## src/design/sout_defines.svh

```systemverilog
`ifndef SOUT_DEFINES_SVH
`define SOUT_DEFINES_SVH

// serial output word and address widths
`define SOUT_DATA_W 16
`define SOUT_ADDR_W 8

// cen cycles per output clock period (CKI / 12)
`define SOUT_CKDIV 12

// register field codes, 3 bits as in the r_field of the core
`define SOUT_RF_SIOC 3'd0
`define SOUT_RF_SRTA 3'd1
`define SOUT_RF_SDX  3'd2

`endif

```

## src/design/sio_reg_pkg.sv

```systemverilog
`default_nettype none

`include "sout_defines.svh"

package sio_reg_pkg;

    // register selector from the instruction
    typedef logic [2:0] reg_field_t;

    // SIOC control word, bit 9 down to bit 0
    typedef struct packed {
        logic       frame_rate; // ILD/OLD and SYNC rate select
        logic [1:0] clk_sel;    // active clock = CKI / 12 when 01
        logic       msb_first;  // only bit acted upon
        logic       old_dir;    // out load direction
        logic       ild_dir;    // in load direction
        logic       ock_dir;    // out clock direction
        logic       ick_dir;    // in clock direction
        logic       out_width;  // 0 = 16-bit output
        logic       in_width;   // 0 = 16-bit input
    } sioc_fields_t;

    // one bus word, read as data for SRTA/SDX and as fields for SIOC
    typedef union packed {
        logic [`SOUT_DATA_W-1:0] word;
        struct packed {
            logic [5:0]   unused; // upper bits not stored in SIOC
            sioc_fields_t sioc;
        } ctl;
    } sio_word_u;

endpackage

`default_nettype wire

```

## src/design/reg_bus_pkg.sv

```systemverilog
`default_nettype none

package reg_bus_pkg;

    // one write on the shared register bus, 19 bits
    typedef struct packed {
        sio_reg_pkg::reg_field_t field; // target register
        sio_reg_pkg::sio_word_u  data;
    } reg_wr_t;

    // what each writer presents to the arbiter, 20 bits
    typedef struct packed {
        logic    valid; // held until granted
        reg_wr_t wr;
    } reg_req_t;

endpackage

`default_nettype wire

```

## src/design/cpu_io_port.sv

```systemverilog
`timescale 1ns/1ps
`default_nettype none

`include "sout_defines.svh"

module cpu_io_port (
    input  wire logic                       clk,
    input  wire logic                       rst,
    input  wire logic [`SOUT_DATA_W-1:0]    long_imm,
    input  wire logic [`SOUT_DATA_W-1:0]    acc_dout,
    input  wire logic                       imm_load,
    input  wire logic                       acc_load,
    input  wire sio_reg_pkg::reg_field_t    r_field,
    input  wire logic                       grant,
    input  wire sio_reg_pkg::sioc_fields_t  sioc_q,
    input  wire logic [`SOUT_ADDR_W-1:0]    srta_q,
    output reg_bus_pkg::reg_req_t           req,
    output logic                            busy,
    output logic [`SOUT_DATA_W-1:0]         r_sio
);

    logic                 load;
    logic                 accept;  // new write taken into the request
    logic                 valid_q;
    reg_bus_pkg::reg_wr_t wr_q;    // pending write payload

    assign load   = imm_load | acc_load;
    assign accept = load & (~valid_q | grant); // slot free, or freed by this grant

    always_ff @(posedge clk or posedge rst) begin
        if (rst) begin
            valid_q <= 1'b0;
        end else if (accept) begin
            valid_q <= 1'b1;
        end else if (grant) begin
            valid_q <= 1'b0; // served, drop at this edge
        end
    end

    // immediate wins over accumulator when both strobe
    always_ff @(posedge clk) begin
        if (accept) begin
            wr_q.field     <= r_field;
            wr_q.data.word <= imm_load ? long_imm : acc_dout;
        end
    end

    assign req.valid = valid_q;
    assign req.wr    = wr_q;
    assign busy      = valid_q & ~grant; // a write now would be lost

    // read back, serial input side not implemented
    always_comb begin
        case (r_field)
            `SOUT_RF_SIOC: r_sio = {6'd0, sioc_q};
            `SOUT_RF_SRTA: r_sio = {{(`SOUT_DATA_W-`SOUT_ADDR_W){1'b0}}, srta_q};
            default:       r_sio = '0;
        endcase
    end

endmodule

`default_nettype wire

```

## src/design/host_io_port.sv

```systemverilog
`timescale 1ns/1ps
`default_nettype none

`include "sout_defines.svh"

module host_io_port (
    input  wire logic                     clk,
    input  wire logic                     rst,
    input  wire logic                     host_wr,
    input  wire sio_reg_pkg::reg_field_t  host_field,
    input  wire logic [`SOUT_DATA_W-1:0]  host_data,
    input  wire logic                     grant,
    output reg_bus_pkg::reg_req_t         req,
    output logic                          busy
);

    logic                 accept;
    logic                 valid_q;
    reg_bus_pkg::reg_wr_t wr_q;

    // only one write in flight, later ones are ignored until granted
    assign accept = host_wr & (~valid_q | grant);

    always_ff @(posedge clk or posedge rst) begin
        if (rst) begin
            valid_q <= 1'b0;
        end else if (accept) begin
            valid_q <= 1'b1;
        end else if (grant) begin
            valid_q <= 1'b0;
        end
    end

    always_ff @(posedge clk) begin
        if (accept) begin
            wr_q.field     <= host_field;
            wr_q.data.word <= host_data;
        end
    end

    assign req.valid = valid_q;
    assign req.wr    = wr_q;
    assign busy      = valid_q & ~grant; // still waiting past this cycle

endmodule

`default_nettype wire

```

## src/design/reg_bus_arbiter.sv

```systemverilog
`timescale 1ns/1ps
`default_nettype none

module reg_bus_arbiter (
    input  wire logic                   clk,
    input  wire logic                   rst,
    input  wire reg_bus_pkg::reg_req_t  cpu_req,
    input  wire reg_bus_pkg::reg_req_t  host_req,
    output logic                        cpu_grant,
    output logic                        host_grant,
    output logic                        wr_en,
    output reg_bus_pkg::reg_wr_t        wr
);

    logic tie;
    logic last_cpu; // 1 when the cpu won the last tie

    assign tie = cpu_req.valid & host_req.valid;

    // lone requester goes through at once, ties alternate
    assign cpu_grant  = cpu_req.valid & (~host_req.valid | ~last_cpu);
    assign host_grant = host_req.valid & (~cpu_req.valid | last_cpu);

    // host counts as last winner out of reset, so the cpu takes the first tie
    always_ff @(posedge clk or posedge rst) begin
        if (rst) begin
            last_cpu <= 1'b0;
        end else if (tie) begin
            last_cpu <= cpu_grant;
        end
    end

    // forward the winner
    assign wr_en = cpu_grant | host_grant;
    assign wr    = cpu_grant ? cpu_req.wr : host_req.wr;

endmodule

`default_nettype wire

```

## src/design/serial_out.sv

```systemverilog
`timescale 1ns/1ps
`default_nettype none

`include "sout_defines.svh"

module serial_out (
    input  wire logic                   clk,
    input  wire logic                   rst,
    input  wire logic                   cen,
    input  wire logic                   wr_en,
    input  wire reg_bus_pkg::reg_wr_t   wr,
    output logic                        ock,     // serial output clock
    output logic                        sio_do,  // serial data
    output logic                        sadd,    // serial address
    output logic                        old,     // output load, low during frame
    output logic                        obe,     // output buffer empty
    output logic                        ibf,     // input buffer full, no input side
    output sio_reg_pkg::sioc_fields_t   sioc_q,
    output logic [`SOUT_ADDR_W-1:0]     srta_q
);

    localparam int CKDIV_W = $clog2(`SOUT_CKDIV);
    localparam logic [CKDIV_W-1:0] OCK_RISE = CKDIV_W'(`SOUT_CKDIV / 2 - 1);
    localparam logic [CKDIV_W-1:0] OCK_FALL = CKDIV_W'(`SOUT_CKDIV - 1);
    localparam logic [`SOUT_DATA_W:0] OCNT_EMPTY = {1'b1, {`SOUT_DATA_W{1'b0}}};
    localparam logic [`SOUT_DATA_W:0] OCNT_START = {{`SOUT_DATA_W{1'b0}}, 1'b1};

    logic [CKDIV_W-1:0]      clkdiv;
    logic                    last_ock;
    logic                    ock_rise;  // one pulse per ock rising edge
    logic                    sioc_wr;
    logic                    srta_wr;
    logic                    sdx_wr;
    logic                    shift_en;
    logic [`SOUT_DATA_W:0]   ocnt;      // one-hot bit position, top bit = empty
    logic [`SOUT_DATA_W-1:0] obuf;
    logic [`SOUT_ADDR_W-1:0] addr_buf;

    // register write decode
    assign sioc_wr = wr_en & (wr.field == `SOUT_RF_SIOC);
    assign srta_wr = wr_en & (wr.field == `SOUT_RF_SRTA);
    assign sdx_wr  = wr_en & (wr.field == `SOUT_RF_SDX);

    assign ock_rise = cen & ock & ~last_ock;
    // first rise of a frame only drops old, later ones shift
    assign shift_en = ock_rise & ~obe & ~old & ~sdx_wr;

    assign obe    = ocnt[`SOUT_DATA_W];
    assign sio_do = sioc_q.msb_first ? obuf[`SOUT_DATA_W-1] : obuf[0];
    assign sadd   = addr_buf[`SOUT_ADDR_W-1] & ~obe;
    assign ibf    = 1'b0;

    // divide cen by 12, ock runs only while there is data to send
    always_ff @(posedge clk or posedge rst) begin
        if (rst) begin
            clkdiv   <= '0;
            ock      <= 1'b0;
            last_ock <= 1'b0;
        end else if (cen) begin
            clkdiv   <= (clkdiv == OCK_FALL) ? '0 : clkdiv + 1'b1;
            last_ock <= ock;
            if (clkdiv == OCK_RISE) ock <= ~obe;
            if (clkdiv == OCK_FALL) ock <= 1'b0;
        end
    end

    // control and address registers, written straight from the bus
    always_ff @(posedge clk or posedge rst) begin
        if (rst) begin
            sioc_q <= '0;
            srta_q <= '0;
        end else begin
            if (sioc_wr) sioc_q <= wr.data.ctl.sioc; // field view of the word
            if (srta_wr) srta_q <= wr.data.word[`SOUT_ADDR_W-1:0];
        end
    end

    // frame state
    always_ff @(posedge clk or posedge rst) begin
        if (rst) begin
            ocnt <= OCNT_EMPTY;
            old  <= 1'b1;
        end else if (sdx_wr) begin
            // new word, a running frame starts over
            ocnt <= OCNT_START;
            old  <= 1'b1;
        end else if (ock_rise && !obe) begin
            old <= 1'b0;
            if (shift_en) ocnt <= ocnt << 1;
        end else if (cen && obe) begin
            old <= 1'b1; // frame done
        end
    end

    // shift registers for data and address
    always_ff @(posedge clk) begin
        if (sdx_wr) begin
            obuf     <= wr.data.word;
            addr_buf <= srta_q; // address latched with the data
        end else if (shift_en) begin
            obuf     <= sioc_q.msb_first ? obuf << 1 : obuf >> 1;
            addr_buf <= addr_buf << 1; // always MSB first
        end
    end

endmodule

`default_nettype wire

```

## src/design/dsp16_sout_top.sv

```systemverilog
`timescale 1ns/1ps
`default_nettype none

`include "sout_defines.svh"

module dsp16_sout_top (
    input  wire logic                     clk,
    input  wire logic                     rst,
    input  wire logic                     cen,
    // cpu side
    input  wire logic [`SOUT_DATA_W-1:0]  long_imm,
    input  wire logic [`SOUT_DATA_W-1:0]  acc_dout,
    input  wire logic                     imm_load,
    input  wire logic                     acc_load,
    input  wire sio_reg_pkg::reg_field_t  r_field,
    // host side
    input  wire logic                     host_wr,
    input  wire sio_reg_pkg::reg_field_t  host_field,
    input  wire logic [`SOUT_DATA_W-1:0]  host_data,
    // serial pins
    output logic                          ock,
    output logic                          sio_do,
    output logic                          sadd,
    output logic                          old,
    output logic                          obe,
    output logic                          ibf,
    // status back to the writers
    output logic [`SOUT_DATA_W-1:0]       r_sio,
    output logic                          cpu_busy,
    output logic                          host_busy
);

    reg_bus_pkg::reg_req_t     cpu_req;
    reg_bus_pkg::reg_req_t     host_req;
    logic                      cpu_grant;
    logic                      host_grant;
    logic                      wr_en;
    reg_bus_pkg::reg_wr_t      wr;
    sio_reg_pkg::sioc_fields_t sioc_q;
    logic [`SOUT_ADDR_W-1:0]   srta_q;

    cpu_io_port u_cpu (
        .clk, .rst, .long_imm, .acc_dout, .imm_load, .acc_load, .r_field,
        .grant(cpu_grant), .sioc_q, .srta_q, .req(cpu_req), .busy(cpu_busy), .r_sio
    );

    host_io_port u_host (
        .clk, .rst, .host_wr, .host_field, .host_data,
        .grant(host_grant), .req(host_req), .busy(host_busy)
    );

    reg_bus_arbiter u_arb (
        .clk, .rst, .cpu_req, .host_req, .cpu_grant, .host_grant, .wr_en, .wr
    );

    serial_out u_sout (
        .clk, .rst, .cen, .wr_en, .wr,
        .ock, .sio_do, .sadd, .old, .obe, .ibf, .sioc_q, .srta_q
    );

endmodule

`default_nettype wire

```

## config.mk

```make
export PLATFORM = sky130hd
export DESIGN_NAME = dsp16_sout_top
export DESIGN_NICKNAME = d
export VERILOG_FILES = /design/src/design/sio_reg_pkg.sv /design/src/design/reg_bus_pkg.sv /design/src/design/cpu_io_port.sv /design/src/design/host_io_port.sv /design/src/design/reg_bus_arbiter.sv /design/src/design/serial_out.sv /design/src/design/dsp16_sout_top.sv
export VERILOG_INCLUDE_DIRS = /design/src /design/src/design
export SDC_FILE = /design/constraint.sdc
export NUM_CORES = 1
export LEC_CHECK = 0
export BUFFER_PORTS_ARGS = -buffer_cell sky130_fd_sc_hd__buf_4
export CORE_MARGIN = 2
export CORE_UTILIZATION = 38
export CTS_CLUSTER_SIZE = 28
export DETAILED_ROUTE_END_ITERATION = 10
export GPL_ROUTABILITY_DRIVEN = 0
export PLACE_DENSITY_LB_ADDON = 0.05
export SYNTH_ARGS = -nofsm -noshare
export SYNTH_HDL_FRONTEND = slang
export SYNTH_SLANG_ARGS = --single-unit
```

## constraint.sdc

```tcl
create_clock -name clk -period 5.3 [get_ports clk]
set_input_delay 0 -clock clk [delete_from_list [all_inputs] [get_ports clk]]
set_output_delay 0 -clock clk [all_outputs]
set_load 0.03 [all_outputs]
```

**Yosys cells after proc, flatten, opt, wreduce, memory -nomap -nowiden**

Cells that the tools add are included.

- Output and inout port bits: 24
- Logic and storage cells: 96
- Register bits: 107
- Bits of input ports: 60

- Muxes and demuxes: 22
- Eq/ne operators: 5
- Add/subtract/negate cells: 1
- Reductions and logical operators: 13
- Bitwise gates (word level): 31

Operators with widths:

| cell | number |
|---|---|
| 16-bit two-way mux | 4 |
| 17-bit two-way mux | 3 |
| 10-bit one-hot mux with 2 select lines | 1 |
| 19-bit two-way mux | 1 |
| 1-bit bitwise AND | 16 |
| 8-bit two-way mux | 2 |
| 1-bit two-way mux | 10 |
| 2-bit nonzero test | 5 |
| 1-bit NOT | 9 |
| 3-bit by 1-bit equality test with 1-bit output, second input constant | 2 |
| 3-bit logical NOT | 2 |
| 1-bit OR | 6 |
| 4-bit by 1-bit adder with 4-bit output, second input constant | 1 |
| 4-bit by 3-bit equality test with 1-bit output, second input constant | 1 |
| 4-bit equality test, second input constant | 1 |
| 4-bit two-way mux | 1 |
| 2-bit AND reduction | 2 |
| 3-bit by 2-bit equality test with 1-bit output, second input constant | 1 |
| 3-bit nonzero test | 1 |
| 1-bit logical AND | 2 |
| 1-bit logical NOT | 1 |

**Longest topological paths before layout**

- Word-level depth: 11
- Depth in mapped cells: 6
- Gate-level depth less buffers: 5

**By module**

From an unflattened synthesis, not the netlist that was laid out.

- Cell total of the unflattened synthesis: 367
- Area, all modules: 4,949.7 µm²

Modules (own cells, without submodules):

| module | instances | area an instance (µm²) | sequential area each (µm²) | cells each |
|---|---|---|---|---|
| serial_out | 1 | 2,922.8 | 1,774.2 | 240 |
| cpu_io_port | 1 | 1,081.0 | 595.6 | 72 |
| host_io_port | 1 | 639.4 | 595.6 | 26 |
| reg_bus_arbiter | 1 | 306.5 | 25.0 | 29 |

**Worst setup path before layout**

Ideal clock, no wire load.

- Path type: reg2reg
- Start: register u_sout.ock
- End: register u_sout.addr_buf[0], enable pin
- Setup time: 0.381 ns
- Data arrival time: 1.969 ns
- Stages on the path, launching flop included: 6
- Period minus slack after synthesis: 2.350 ns
- Path slack: 2.950 ns
- Cells stage by stage: dfrtp_1 -> nand2_1 -> or4_1 -> clkbuf_1 -> clkbuf_1 -> nand2_1

- Longest elaborated chain between the ends: 6

Ends and longest elaborated chain:

| item | line | text |
|---|---|---|
| from (decl) | serial_out.sv:12 | `output logic ock,` |
| from (signal assigned) | serial_out.sv:62 | `if (clkdiv == OCK_RISE) ock <= ~obe;` |
| 1-bit bitwise AND (2 in a row) | serial_out.sv:44 | `assign ock_rise = cen & ock & ~last_ock;` |
| 1-bit bitwise AND (3 in a row) | serial_out.sv:46 | `assign shift_en = ock_rise & ~obe & ~old & ~sdx_wr;` |
| 2-bit nonzero test (no source line) | -- |  |
| to (signal assigned) | serial_out.sv:99 | `addr_buf <= srta_q;` |
| to (signal assigned) | serial_out.sv:102 | `addr_buf <= addr_buf << 1;` |
| to (decl) | serial_out.sv:37 | `` logic [`SOUT_ADDR_W-1:0] addr_buf; `` |

Every way passes these cells.
A chain may end at the register's enable or synchronous reset.

**Final worst setup path**

- Start: register u_host.valid_q
- End: register u_sout.addr_buf[7], enable pin

- Longest elaborated chain between the ends: 9

Ends and longest elaborated chain:

| item | line | text |
|---|---|---|
| from (decl) | host_io_port.sv:18 | `logic valid_q;` |
| from (signal assigned) | host_io_port.sv:26 | `valid_q <= 1'b0;` |
| from (signal assigned) | host_io_port.sv:28 | `valid_q <= 1'b1;` |
| from (signal assigned) | host_io_port.sv:30 | `valid_q <= 1'b0;` |
| 1-bit NOT | reg_bus_arbiter.sv:21 | `assign cpu_grant = cpu_req.valid & (~host_req.valid \| ~last_cpu);` |
| 1-bit OR | reg_bus_arbiter.sv:21 |  |
| 1-bit bitwise AND | reg_bus_arbiter.sv:21 |  |
| 19-bit two-way mux | reg_bus_arbiter.sv:35 | `assign wr = cpu_grant ? cpu_req.wr : host_req.wr;` |
| 3-bit by 2-bit equality test with 1-bit output (no source line) | -- |  |
| 1-bit bitwise AND (*) | serial_out.sv:42 | `` assign sdx_wr = wr_en & (wr.field == `SOUT_RF_SDX); `` |
| 1-bit NOT | serial_out.sv:46 |  |
| 1-bit bitwise AND | serial_out.sv:46 |  |
| 2-bit nonzero test (no source line) (*) | -- |  |

Mark *: on every way between the ends. The rest lies on a longest branch, timed or not.

==> impl_metrics.env <==
export IMPL_gr_total_overflow=0
export IMPL_cts_sinks=107
export IMPL_setup_violations=0
export IMPL_start_util_pct=38.8
export IMPL_startpoint="u_host.valid_q"
export IMPL_syn_inst=347
export IMPL_io_buffers=76
export IMPL_layout_commonest_cell="buf_4"
export IMPL_maxCapViolations=0
export IMPL_seq_area_um2=2990
export IMPL_hold_path_class="in -> reg"
export IMPL_num_rows=41
export IMPL_tns_ns=0
export IMPL_powerDensity_nw_per_um2=466
export IMPL_cp_cell_sequence="a21boi_4 > nand2b_2 > o32a_1 > buf_4 > nand2_1"
export IMPL_synth_cell_types=39
export IMPL_netlist_area_um2=4870
export IMPL_cp_slowest_cell="nand2_1"
export IMPL_yosys_warnings=0
export IMPL_tightest_slew_ns=1.07
export IMPL_worstPathRequired_ns=5.27
export IMPL_cts_resized=0
export IMPL_io_pins=84
export IMPL_clkTransAtPathRegs_ns=0.07
export IMPL_vias=3025
export IMPL_timing_final_crit_share_pct=56.3
export IMPL_fillerInstances=1081
export IMPL_ys_ff_latch=107
export IMPL_min_delay_start="r_field[0]"
export IMPL_viasPerCell=4.60
export IMPL_startpoint_type="flop"
export IMPL_r2r_start="u_host.valid_q"
export IMPL_die_w_um=117
export IMPL_rsz0062_at_grt="no"
export IMPL_diodes=0
export IMPL_crit_type="reg -> reg"
export IMPL_design_core_area_um2=12600
export IMPL_fin_util_pct=51.8
export IMPL_yosysSeqAreaShare_pct=61.4
export IMPL_die_h_um=117
export IMPL_end_kind="flop"
export IMPL_clock_path_buffers=2
export IMPL_h_tree_depth=3
export IMPL_grt_max_degree=46
export IMPL_areaGrowthSynthToFinish_pct=33.6
export IMPL_max_stage_delay_ns=0.83
export IMPL_track_usage_pct=15.5
export IMPL_drtAntennaViolNets=0
export IMPL_ctsRootBufferMaster="clkbuf_16"
export IMPL_worstSkewPairLatency_ns=0.35
export IMPL_numCtsBuffers=9
export IMPL_drt_iter0_markers=151
export IMPL_tritoncts="yes"
export IMPL_grt_pass1_vias=3056
export IMPL_finalClockSkew_ns=0.00796
export IMPL_vdd_ir_drop_worst_uv=223
export IMPL_crit_arrival_ns=2.95
export IMPL_multiInputGateArea_um2=1730
export IMPL_fin_crit_ns=2.98
export IMPL_post_dp_hpwl_um=6440
export IMPL_wirelength_um=9810
export IMPL_finalHoldViolCount=0
export IMPL_layout_setup_ws_ns=2.32
export IMPL_run_status="complete, no violations"
export IMPL_avgSynthCellArea_um2=14.0
export IMPL_power_uw=3030
export IMPL_drtPass1Iterations=4
export IMPL_final_cell_mix="82 x buf_4, 62 x edfxtp_1, 57 x dlygate4sd3_1"
export IMPL_nNetsFinal=542
export IMPL_wire_per_inst_um=14.9
export IMPL_drc=0
export IMPL_drive_gt1_share_pct=35.7
export IMPL_design_die_area_um2=13700
export IMPL_grt_pass1_wl_um=15700
export IMPL_pre_cts_slack_ns=2.25
export IMPL_crit_fanout=25
export IMPL_antenna_found_initial=0
export IMPL_fmax_ghz=0.335
export IMPL_maxSlewHeadroom_pct=28.6
export IMPL_slew_viol_final=0
export IMPL_leakage_uw=0.00276
==> metal layers <==
layer | global-route usage, % | share of wire, % | up-vias
met5 | 0 | 0 | -
met4 | 4.24 | 1.2 | 0
met3 | 5.15 | 5.1 | 9
met2 | 24.1 | 48 | 76
met1 | 20.7 | 46 | 1439
li1 | - | - | 1501
==> synth_stat cells (all sizes together) <==
library cell	number	share of area [%]
edfxtp	62	38
and3	1	0.13
a21boi	1	0.39
mux2	64	16
nor3	2	0.21
nand2b	4	0.56
and2	1	0.13
o21ai	6	0.62
o32a	2	0.41
dfrtp	43	22
buf	17	2.5
nand3b	3	0.72
or4	1	0.15
mux2i	33	6.8
nor2	14	1.1
or2	3	0.39
dfstp	2	1.1
nand3	3	0.31
nand2	38	2.9
or2b	1	0.18
a21oi	18	1.8
a22o	1	0.18
xnor2	1	0.18
nor2b	3	0.39
clkbuf	6	0.46
nor4	1	0.13
ha	2	0.51
o32ai	3	1.1
inv	10	0.77
conb	1	0.077
==> where the power goes <==
group	total [µW]	leakage (µW)	internal, µW	switching (µW)
combinational	911	0.00144	467	444
sequential	1340	0.00115	1190	157
clock	777	0.000171	476	302
==> critical path: cells and delay by family (launching register included) <==
family | cells | cell delay, ns
flops | 1 | 0.46
buf+inv | 1 | 0.26
simple gates | 2 | 1.03
compound gates | 2 | 0.82
==> worst paths after layout <==
path                                      endpoint  slack (ns)  cells after the start
worst max-delay path            u_sout.addr_buf[7]        2.32                      5
worst min-delay path                 u_cpu.req[16]        0.02                      1
worst max register to register  u_sout.addr_buf[7]        2.32                      5
worst min register to register      u_sout.ocnt[0]        0.48                      2
max in group asynchronous           u_sout.ocnt[6]        4.53                      4
min in group asynchronous         u_sout.sioc_q[4]        0.34                      4
==> final cells by class <==
type / count / share of cell area, %
Clock buffer: 10 / 3.67
Tap cell: 172 / 3.31
Inverter: 10 / 0.577
Multi-Input combinational cell: 213 / 26.6
Timing Repair Buffer: 139 / 18.2
Clock inverter: 6 / 1.71
Sequential cell: 107 / 45.9
==> flip-flops by register name (all words and copies together) (netlist names), 4 cells and up <==
name	flops
u_sout.sioc_q	10
u_sout.srta_q	8
u_sout.ocnt	17
u_sout.obuf	16
u_cpu.req	19
u_sout.addr_buf	8
u_sout.clkdiv	4
u_host.req	19
==> kinds of logic (layout without fill, tap and decap cells) <==
family / Yosys count / count (layout) / synth area share (%)
flops: 107 / 107 / 61.4
simple gates: 75 / 75 / 7.29
other cells: 1 / 7 / 0.0769
buf+inv: 33 / 165 / 3.72
xor+xnor: 1 / 1 / 0.180
compound gates: 31 / 31 / 4.52
mux: 97 / 97 / 22.3
fa+ha+maj: 2 / 2 / 0.513
==> what timing repair did <==
item,in CTS,in global routing
endpoints found under the hold margin,87,0
setup buffers,0,0
hold buffers,57,0
==> through the flow <==
step / std cells / hold WS, ns / area (µm²)
5_1_grt: 657 / 0.0170 / 6510
3_5_place_dp: 584 / 0.179 / 5590
4_1_cts: 657 / 0.00618 / 6510
3_3_place_gp: 584 / 0.178 / 5590
6_report: 657 / 0.0219 / 6510
2_1_floorplan: 353 / 0.0989 / 4900
Note: power is estimated with default switching activity, not from simulation.
